## src/rtl/st_bus_pkg.sv

```systemverilog
// shared widths, address tags, bus cycle and memory size codes
// request structs for cpu, blitter, viking, data io and sdram
package st_bus_pkg;

	localparam int addr_w = 23;             // word address, byte bits 23..1
	localparam int data_w = 16;

	typedef logic [data_w-1:0] word_t;
	typedef logic [addr_w-1:0] waddr_t;

	// four phases of the 8 MHz bus
	typedef enum logic [1:0] {
		cyc_precycle = 2'd0,
		cyc_cpu      = 2'd1,
		cyc_viking   = 2'd2,                // shared with shifter
		cyc_idle     = 2'd3
	} bus_cycle_t;

	typedef enum logic [1:0] {
		up_idle,
		up_wait,
		up_write
	} upload_state_t;

	typedef enum logic [2:0] {
		mem_512k = 3'd0,
		mem_1m   = 3'd1,
		mem_2m   = 3'd2,
		mem_4m   = 3'd3,
		mem_8m   = 3'd4,
		mem_14m  = 3'd5
	} mem_size_t;

	localparam logic [5:0] viking_base_lo = 6'h30;  // $c00000
	localparam logic [5:0] viking_base_hi = 6'h3a;  // $e80000, steroids
	localparam logic [7:0] viking_thresh  = 8'd255; // driver considered loaded
	localparam logic [1:0] prescale_max   = 2'd3;   // 32 MHz / 4

	typedef struct packed {
		mem_size_t mem_size;
		logic      viking_en;
		logic      steroids;                // ste and mste both set
	} sys_cfg_t;

	typedef struct packed {
		waddr_t addr;
		logic   as_n;
		logic   ras_n;
		logic   we_n;
		logic   uds;
		logic   lds;
		word_t  wdata;
		logic   rom2_sel;                   // tos rom window
	} cpu_req_t;

	typedef struct packed {
		logic   has_bus;
		logic   read;
		logic   write;
		waddr_t addr;
		word_t  wdata;
	} blit_req_t;

	typedef struct packed {
		logic   read;
		waddr_t vaddr;
	} vik_req_t;

	typedef struct packed {
		logic   download;
		logic   strobe;                     // toggles once per word
		waddr_t addr;
		word_t  data;
	} dio_req_t;

	typedef struct packed {
		waddr_t addr;
		logic   oe;
		logic   we;
		logic   uds;
		logic   lds;
		word_t  wdata;
	} sdram_req_t;

endpackage
```

## src/rtl/st_mem_bus.sv

```systemverilog
// st memory bus top, timer, upload, memory map, viking detect, request mux
module st_mem_bus
	import st_bus_pkg::*;
(
	input  logic       clk_32,
	input  logic       xsint,
	input  sys_cfg_t   cfg_i,
	input  cpu_req_t   cpu_i,
	input  blit_req_t  blit_i,
	input  vik_req_t   vik_i,
	input  dio_req_t   dio_i,
	output sdram_req_t sdram_req_o,
	output waddr_t     rom_addr_o,
	output bus_cycle_t bus_cycle_o,
	output logic       tos192k_o,
	output logic       viking_active_o
);

	logic en8;                           // 8 MHz bus enable
	logic data_wr;                       // upload write window
	logic ram_en;                        // cpu address inside st-ram

	bus_cycle_timer u_bus_cycle_timer (
		.clk_32      (clk_32),
		.xsint       (xsint),
		.en8_o       (en8),
		.bus_cycle_o (bus_cycle_o)
	);

	upload_fsm u_upload_fsm (
		.clk_32      (clk_32),
		.xsint       (xsint),
		.en8_i       (en8),
		.bus_cycle_i (bus_cycle_o),
		.dio_i       (dio_i),
		.data_wr_o   (data_wr),
		.tos192k_o   (tos192k_o)
	);

	st_mem_map u_st_mem_map (
		.cfg_i      (cfg_i),
		.cpu_i      (cpu_i),
		.tos192k_i  (tos192k_o),
		.ram_en_o   (ram_en),
		.rom_addr_o (rom_addr_o)
	);

	viking_detect u_viking_detect (
		.clk_32          (clk_32),
		.xsint           (xsint),
		.en8_i           (en8),
		.cfg_i           (cfg_i),
		.cpu_i           (cpu_i),
		.viking_active_o (viking_active_o)
	);

	sdram_req_mux u_sdram_req_mux (
		.clk_32          (clk_32),
		.xsint           (xsint),
		.bus_cycle_i     (bus_cycle_o),
		.cpu_i           (cpu_i),
		.blit_i          (blit_i),
		.vik_i           (vik_i),
		.dio_i           (dio_i),
		.data_wr_i       (data_wr),
		.ram_en_i        (ram_en),
		.viking_active_i (viking_active_o),
		.sdram_req_o     (sdram_req_o)
	);

endmodule

```

## src/rtl/sdram_req_mux.sv

```systemverilog
// per bus cycle choice of sdram request source
// upload, blitter, viking fetch or cpu, registered, with ras edge detect
module sdram_req_mux
	import st_bus_pkg::*;
(
	input  logic       clk_32,
	input  logic       xsint,
	input  bus_cycle_t bus_cycle_i,
	input  cpu_req_t   cpu_i,
	input  blit_req_t  blit_i,
	input  vik_req_t   vik_i,
	input  dio_req_t   dio_i,
	input  logic       data_wr_i,
	input  logic       ram_en_i,
	input  logic       viking_active_i,
	output sdram_req_t sdram_req_o
);

	logic       ras_n_d;                 // ras one clock back
	logic       ras_fall;
	logic       cpu_oe;
	logic       cpu_we;
	logic       cpu_cyc;
	logic       vik_cyc;
	sdram_req_t req_nxt;
	sdram_req_t req_q;

	assign cpu_cyc  = (bus_cycle_i == cyc_cpu);
	assign vik_cyc  = (bus_cycle_i == cyc_viking);
	assign ras_fall = ras_n_d & ~cpu_i.ras_n;

	// no read at address 0, reset vector comes from rom
	assign cpu_oe = ras_fall & cpu_i.we_n & (|cpu_i.addr) & ram_en_i;
	assign cpu_we = ras_fall & ~cpu_i.we_n & ram_en_i;

	always_comb begin
		if (cpu_cyc && dio_i.download) begin
			req_nxt.addr  = dio_i.addr;         // upload beats everything
			req_nxt.oe    = 1'b0;
			req_nxt.we    = data_wr_i;
			req_nxt.uds   = 1'b1;
			req_nxt.lds   = 1'b1;
			req_nxt.wdata = dio_i.data;
		end else if (cpu_cyc && blit_i.has_bus) begin
			req_nxt.addr  = blit_i.addr;        // blitter bypasses the mmu
			req_nxt.oe    = blit_i.read;
			req_nxt.we    = blit_i.write;
			req_nxt.uds   = 1'b1;
			req_nxt.lds   = 1'b1;
			req_nxt.wdata = blit_i.wdata;
		end else if (vik_cyc && viking_active_i && vik_i.read) begin
			req_nxt.addr  = vik_i.vaddr;        // video fetch in shifter slot
			req_nxt.oe    = 1'b1;
			req_nxt.we    = 1'b0;
			req_nxt.uds   = 1'b1;
			req_nxt.lds   = 1'b1;
			req_nxt.wdata = cpu_i.wdata;
		end else begin
			req_nxt.addr  = cpu_i.addr;
			req_nxt.oe    = cpu_oe;
			req_nxt.we    = cpu_we;
			req_nxt.uds   = cpu_i.uds;
			req_nxt.lds   = cpu_i.lds;
			req_nxt.wdata = cpu_i.wdata;
		end
	end

	always_ff @(posedge clk_32 or negedge xsint) begin
		if (!xsint) begin
			ras_n_d <= 1'b1;                    // idle high, no false edge
			req_q   <= '0;
		end else begin
			ras_n_d <= cpu_i.ras_n;
			req_q   <= req_nxt;
		end
	end

	assign sdram_req_o = req_q;

	// controller takes one direction per request
	assert property (@(posedge clk_32) disable iff (!xsint)
		!(sdram_req_o.oe && sdram_req_o.we));

endmodule

```

## src/rtl/viking_detect.sv

```systemverilog
// viking card driver detect, counts accesses to the video range
module viking_detect
	import st_bus_pkg::*;
(
	input  logic     clk_32,
	input  logic     xsint,
	input  logic     en8_i,
	input  sys_cfg_t cfg_i,
	input  cpu_req_t cpu_i,
	output logic     viking_active_o
);

	logic       card_en;
	logic       tag_hit;
	logic [7:0] in_use;                  // saturating access count
	logic       active;

	// max 8M st-ram with the card, steroids moves it up and allows 14M
	assign card_en = (cfg_i.viking_en && (cfg_i.mem_size <= mem_8m)) || cfg_i.steroids;
	assign tag_hit = cpu_i.addr[22:17] == (cfg_i.steroids ? viking_base_hi : viking_base_lo);

	always_ff @(posedge clk_32 or negedge xsint) begin
		if (!xsint) begin
			in_use <= '0;
			active <= 1'b0;
		end else begin
			// one count per bus clock with the cpu on the range
			if (en8_i && !cpu_i.as_n && card_en && tag_hit && (in_use != viking_thresh))
				in_use <= in_use + 8'd1;
			active <= (in_use == viking_thresh);    // probes alone do not switch
		end
	end

	assign viking_active_o = active;

	// count sticks at the threshold
	assert property (@(posedge clk_32) disable iff (!xsint)
		(in_use == viking_thresh) |=> (in_use == viking_thresh));

endmodule

```

## src/rtl/st_mem_map.sv

```systemverilog
// ram size window check and tos rom address remap
module st_mem_map
	import st_bus_pkg::*;
(
	input  sys_cfg_t cfg_i,
	input  cpu_req_t cpu_i,
	input  logic     tos192k_i,
	output logic     ram_en_o,
	output waddr_t   rom_addr_o
);

	// st-ram ends at 512k << mem_size, 14M stops short of the rom area
	always_comb begin
		case (cfg_i.mem_size)
			mem_512k: ram_en_o = (cpu_i.addr[22:18] == '0);
			mem_1m:   ram_en_o = (cpu_i.addr[22:19] == '0);
			mem_2m:   ram_en_o = (cpu_i.addr[22:20] == '0);
			mem_4m:   ram_en_o = (cpu_i.addr[22:21] == '0);
			mem_8m:   ram_en_o = !cpu_i.addr[22];
			mem_14m:  ram_en_o = (cpu_i.addr < 23'h700000);  // below $e00000
			default:  ram_en_o = 1'b0;                        // unused codes
		endcase
	end

	// 256k tos sits at $e00000, 192k tos at $fc0000
	always_comb begin
		if (cpu_i.rom2_sel && tos192k_i)
			rom_addr_o = {4'hf, 2'b11, cpu_i.addr[16:0]};
		else if (cpu_i.rom2_sel)
			rom_addr_o = {4'he, 2'b00, cpu_i.addr[16:0]};
		else
			rom_addr_o = cpu_i.addr;                          // plain cpu address
	end

endmodule

```

## src/rtl/upload_fsm.sv

```systemverilog
// tos/cartridge upload from the io controller
// strobe toggle detect, ram write window and 192k tos flag
module upload_fsm
	import st_bus_pkg::*;
(
	input  logic       clk_32,
	input  logic       xsint,
	input  logic       en8_i,
	input  bus_cycle_t bus_cycle_i,
	input  dio_req_t   dio_i,
	output logic       data_wr_o,
	output logic       tos192k_o
);

	upload_state_t state;
	logic          strobe_d;             // strobe level at last precycle
	logic          tos192k;
	logic          pre_en;
	logic          toggle;

	assign pre_en = en8_i && (bus_cycle_i == cyc_precycle);
	assign toggle = dio_i.strobe ^ strobe_d;

	always_ff @(posedge clk_32 or negedge xsint) begin
		if (!xsint) begin
			state    <= up_idle;
			strobe_d <= 1'b0;
		end else begin
			if (pre_en)
				strobe_d <= dio_i.strobe;   // tracked even when idle
			case (state)
				up_idle: begin
					if (dio_i.download)
						state <= up_wait;
				end
				up_wait: begin
					if (!dio_i.download)
						state <= up_idle;
					else if (pre_en && toggle)
						state <= up_write;      // new word waiting
				end
				up_write: begin
					// hold through the cpu cycle, leave when viking phase starts
					if (!dio_i.download)
						state <= up_idle;
					else if (en8_i && (bus_cycle_i == cyc_viking))
						state <= up_wait;
				end
				default: state <= up_idle;
			endcase
		end
	end

	// 192k tos lives at $fc0000, 256k tos at $e00000
	always_ff @(posedge clk_32 or negedge xsint) begin
		if (!xsint) begin
			tos192k <= 1'b0;
		end else if (dio_i.download) begin
			if (dio_i.addr[22:17] == 6'h3f)
				tos192k <= 1'b1;
			else if (dio_i.addr[22:19] == 4'he)
				tos192k <= 1'b0;
		end
	end

	assign data_wr_o = (state == up_write);
	assign tos192k_o = tos192k;

	// write window only while a download is running
	assert property (@(posedge clk_32) disable iff (!xsint)
		data_wr_o |-> dio_i.download);

endmodule

```

## src/rtl/bus_cycle_timer.sv

```systemverilog
// 8 MHz enable from clk_32 and the four phase bus cycle counter
module bus_cycle_timer
	import st_bus_pkg::*;
(
	input  logic       clk_32,
	input  logic       xsint,
	output logic       en8_o,
	output bus_cycle_t bus_cycle_o
);

	logic [1:0] prescale;               // clk_32 divider
	logic       en8;
	bus_cycle_t bus_cycle;

	always_ff @(posedge clk_32 or negedge xsint) begin
		if (!xsint) begin
			prescale  <= '0;
			en8       <= 1'b0;
			bus_cycle <= cyc_precycle;
		end else begin
			prescale <= prescale + 2'd1;    // wraps on its own at 3
			en8      <= (prescale == prescale_max);
			// phase steps together with en8, so en8 marks a cycle start
			if (prescale == prescale_max)
				bus_cycle <= bus_cycle_t'(bus_cycle + 2'd1);
		end
	end

	assign en8_o       = en8;
	assign bus_cycle_o = bus_cycle;

	// one clock wide pulse, never back to back
	assert property (@(posedge clk_32) disable iff (!xsint)
		en8_o |=> !en8_o);

endmodule

```

## config.mk

```make
export PLATFORM = sky130hd
export DESIGN_NAME = st_mem_bus
export DESIGN_NICKNAME = d
export VERILOG_FILES = /design/src/rtl/st_bus_pkg.sv /design/src/rtl/st_mem_bus.sv /design/src/rtl/sdram_req_mux.sv /design/src/rtl/viking_detect.sv /design/src/rtl/st_mem_map.sv /design/src/rtl/upload_fsm.sv /design/src/rtl/bus_cycle_timer.sv
export SDC_FILE = /design/constraint.sdc
export NUM_CORES = 1
export LEC_CHECK = 0
export BUFFER_PORTS_ARGS = -buffer_cell sky130_fd_sc_hd__buf_2
export CAP_MARGIN = 10
export CORE_UTILIZATION = 42
export DETAILED_ROUTE_END_ITERATION = 6
export HOLD_SLACK_MARGIN = 0.03
export PLACE_DENSITY = 0.89
export SETUP_SLACK_MARGIN = 0.2
export SYNTH_ARGS = -nofsm -noshare
export SYNTH_HDL_FRONTEND = slang
export SYNTH_SLANG_ARGS = --single-unit
export TNS_END_PERCENT = 30
```

## constraint.sdc

```tcl
create_clock -name clk_32 -period 2.16 [get_ports clk_32]
set_input_delay 0.216 -clock clk_32 [delete_from_list [all_inputs] [get_ports clk_32]]
set_output_delay 0.216 -clock clk_32 [all_outputs]
set_load 0.005 [all_outputs]
```

* Word level (Yosys, flattened, before mapping)
Cells that the tools add are included.
Word-level totals: register bits after elaboration 62, input port bits 159, output and inout port bits 70, logic and storage cells 89
Cells by class: $add $sub $neg 3, magnitude comparators 2, eq/ne operators 18, mux-type cells 15, bitwise operators 9, reductions and logical operators 27
Operator list (count):
- 43-bit two-way mux | 3
- 23-bit two-way mux | 2
- 23-bit < comparator (second input constant) | 1
- 23-bit OR reduction | 1
- 1-bit logical AND | 13
- 2-bit two-way mux | 5
- 8-bit by 1-bit adder with 8-bit output (second input constant) | 1
- 8-bit equality test (second input constant) | 1
- 8-bit inequality test (second input constant) | 1
- 1-bit bitwise AND | 6
- 2-bit equality test (second input constant) | 3
- 3-bit by 2-bit equality test with 1-bit output (second input constant) | 2
- 3-bit equality test (second input constant) | 2
- 6-bit equality test | 1
- 6-bit equality test (second input constant) | 1
- 2-bit zero test | 3
- 3-bit zero test | 2
- 1-bit case mux with 6 select lines | 1
- 2-bit case mux with 3 select lines | 1
- 5-bit zero test | 1
- 2-bit by 1-bit adder with 2-bit output (second input constant) | 2
- 2-bit by 1-bit equality test with 1-bit output (second input constant) | 2
- 4-bit equality test (second input constant) | 1
- 4-bit zero test | 1
- 14 further kinds | 17

* Depth between registers and ports, before layout
word-level depth 8, depth in mapped cells 8, mapped depth without buffers 7

* Modules after synthesis
From an unflattened synthesis, not the netlist that was laid out.
Second synthesis, totals: cell total of the unflattened synthesis 325, area total of the unflattened synthesis 3165.5 um^2
By module, submodules not included:
- sdram_req_mux | instances 1, cells an instance 221, area an instance 2109.5 um^2, sequential area each 1102.3 um^2
- viking_detect | instances 1, cells an instance 37, area an instance 441.7 um^2, sequential area each 225.2 um^2
- st_mem_map | instances 1, cells an instance 37, area an instance 234.0 um^2, sequential area each 0.0 um^2
- upload_fsm | instances 1, cells an instance 19, area an instance 205.2 um^2, sequential area each 100.1 um^2
- bus_cycle_timer | instances 1, cells an instance 11, area an instance 175.2 um^2, sequential area each 125.1 um^2

* Worst setup path after synthesis
OpenSTA, ideal clock, no wires.
path type register to register, start register u_bus_cycle_timer.bus_cycle[0], in the netlist u_bus_cycle_timer.bus_cycle_o[0], end register u_sdram_req_mux.req_q, in the netlist u_sdram_req_mux.sdram_req_o[36], library setup time 0.133 ns, data arrival time 1.571 ns, required time 2.027 ns, path slack 0.455 ns, stages on the path, launching flop included 9, path buffers 1, clock period less this slack 1.705 ns, cells stage by stage dfrtp_1 inv_1 ha_1 nand3_1 buf_2 mux2i_1 nand2_1 o21ai_0 o21ai_0
RTL lines:
- start: declaration | line bus_cycle_timer.sv:13 | bus_cycle_t bus_cycle;
- start signal: assignment | line bus_cycle_timer.sv:19 | bus_cycle <= cyc_precycle;
- start signal: assignment | line bus_cycle_timer.sv:25 | bus_cycle <= bus_cycle_t'(bus_cycle + 2'd1);
- end signal: assignment | line sdram_req_mux.sv:74 | req_q <= req_nxt;
- end: declaration | line sdram_req_mux.sv:26 | sdram_req_t req_q;

==> out/metrics.cfg <==
[run_status]
outcome=completed

[grt]
antenna_found_initial=1
grt_pass1_wl_mm=16.04
grt_pass1_vias=3417
grt-ovfl-total=0
grt_util_all_layers_pct=25.09
grt_max_degree=54

[route]
first_iter_violations=116
drt-pass1-iter-count=4
post_drt_wl_per_cell_um=15.31
via_count=3427
ant_nets=0
drc_errors=0
wl_mm=10.31
vias_per_cell=5.092

[timing]
period_share_pct=81.26
fin_hold_ws_ns=0.07769
setup_violations=0
fin_tns_setup_ns=0
worst_pin_slew_ns=0.5593
relSlewSlack_pct=62.71
fin_skew_ns=0.009250
drv_slew=0
fin_crit_ns=1.755
max_clock_freq_ghz=0.5698
setup_ws_ns=0.4048
grt_setup_unrepaired=no
hold_viol_final=0

[floorplanning]
std_cell_rows=31
coreArea_um2=7447
die_area_um2=8226
die_h_um=90.70
io_pins=229
fp.dieW_um=90.70
start_util_pct=44.37

[worst_setup_path]
cp_slowest_stage_delay_ns=0.41
worstPathCellList=inv_1 -> ha_1 -> nand3_2 -> buf_8 -> mux2i_1 -> nand2_1 -> o21ai_0 -> o21ai_0
path_depth=8
critPathLaunchType=flip-flop
cp_slowest_cell=dfrtp_1
crit_family=flip-flops
r2r_cells=8
reg2reg_from=u_bus_cycle_timer.bus_cycle_o[0]
critPathRequiredTime_ns=2.35
crit_start=u_bus_cycle_timer.bus_cycle_o[0]
reg2reg_slack_ns=0.40
cpMostUsedCell=o21ai_0
endpoint_kind=flip-flop
crit_type=flip-flop to flip-flop
crit_buf_inv=2
arrival_ns=1.95
path_max_fanout=17

[logic_synthesis]
synth_edf_count=0
avgSynthCellArea_um2=9.335
synth.top_cells.by_count=nand2_1, o21ai_0, dfrtp_1, mux2i_1, buf_4
async_flop_share_pct=100.0
ys_top_cells_by_area=dfrtp_1, mux2i_1, o21ai_0
netlist_area_um2=3304
synth_top_cell_by_area=dfrtp_1
yosysUniqueCellTypes=37
synth_top_flop_cell=dfrtp_1
netlist_instances=354
ys_warn_count=0
ys_seq_elements=62
synth_nets=518
yosysMostFrequentCell=nand2_1
synth_top_area_share_pct=46.19
ys_seq_area_share_pct=46.99

[clock_network]
cts_tree=done
cts_root_buf=clkbuf_8
htreeDepth=3
cts.clk_slew.worst_paths_ns=0.07
postCtsSetupRepairBufs=0
cts_made_buffers=9
clkSinkCount=62
cts_buffer_depth=2
clkLatencyLatePin_ns=0.33

[place]
io_buffer_count=228
post-dp-hpwl_mm=8.170
gp_congestion=0.9671
place_area_um2=4463
place_ws_ns=0.2530

[layout]
fin_nets=733
multi_input_area_um2=1535
fillers=643
regArea_um2=1553
drive_above_1_share_pct=45.47
area_delta_synth_final_pct=41.27
diodes=0
stdcell_area_um2=4668

[hold_path]
holdPathStages=3
hp-class=primary input to flip-flop
worstHoldStart=dio_i[32]

[power]
p_total_mw=2.511
p_leak_nw=2.632
powerDensity_nw_per_um2=537.9
max-vdd-ir-drop_v=0.0002936

[flow_run]
max_cap_viol_count=0

[cell type report]
type,count,share of cell area [%]
flip-flops and latches,62,33.26
multi-input cells,250,32.89
repair buffers,238,26.86
clock buffers,14,3.484
well taps,99,2.653
inverters,8,0.6433
clock inverters,2,0.2144
[metrics by stage]
stage               std cells  util (%)
finish                    673     62.68
global route              673     62.68
CTS                       673     62.52
detailed placement        655     59.93
global placement          655     59.93
floorplan                 354         -
[registers in the layout (all words and copies together) (netlist names)]
name / count
u_upload_fsm.state: 2
u_viking_detect.in_use: 8
u_sdram_req_mux.sdram_req_o: 43
u_upload_fsm.strobe_d: 1
u_upload_fsm.tos192k_o: 1
u_bus_cycle_timer.prescale: 2
u_viking_detect.viking_active_o: 1
u_bus_cycle_timer.en8_o: 1
u_sdram_req_mux.ras_n_d: 1
u_bus_cycle_timer.bus_cycle_o: 2
[layer usage]
metal / GRT usage [%] / vias up / wire length, um
met1: 28.66 / 1579 / 4090
met3: 5.808 / 27 / 731
met2: 44.44 / 177 / 5212
li1: - / 1642 / -
met5: 0 / - / 9
met4: 11.02 / 2 / 261
[cell families (layout without fill, tap and decap cells)]
| logic type | Yosys count | in the layout | share of synthesized area, % |
|---|---|---|---|
| buffers and inverters | 42 | 262 | 6.815 |
| muxes | 41 | 41 | 12.50 |
| AOI/OAI and AO/OA | 82 | 82 | 13.29 |
| adders and majority gates | 5 | 5 | 1.893 |
| xor gates and xnor gates | 9 | 9 | 2.385 |
| and+or+nand+nor | 113 | 113 | 16.13 |
| DFF | 62 | 62 | 46.99 |
[cells in the final DEF, fill, tap and decap left out, types with 8 or more instances in the layout]
cell type,instances
buf_2,228
clkbuf_8,11
dfrtp_1,61
inv_1,8
mux2i_1,39
nand2_1,71
nand4_1,8
nor2_1,8
o21ai_0,68
[tightest hold or removal path, stage by stage]
cell	delay (ns)
buf_2	0.07
nand2_1	0.03
o21ai_0	0.05
[timing repair]
| action | 4_1_cts | 5_1_grt |
|---|---|---|
| setup endpoints to repair | 0 | 17 |
| hold buffers | 2 | 0 |
| resized for setup | 0 | 3 |
| hold endpoints to repair | 22 | 0 |
[worst paths after layout]
kind	endpoint
setup / recovery	u_sdram_req_mux.sdram_req_o[22]
hold / removal	u_sdram_req_mux.sdram_req_o[36]
max in group asynchronous	u_sdram_req_mux.sdram_req_o[17]
hold reg to reg	u_bus_cycle_timer.prescale[0]
setup reg to reg	u_sdram_req_mux.sdram_req_o[22]
min in group asynchronous	u_sdram_req_mux.sdram_req_o[37]
[power breakdown]
group	total (mW)	internal (mW)	leakage, nW	switching, mW
sequential	1.23	1.21	0.757	0.0178
combinational	0.379	0.201	1.78	0.178
clock	0.904	0.477	0.0905	0.427
(Power assumes the default switching activity.)
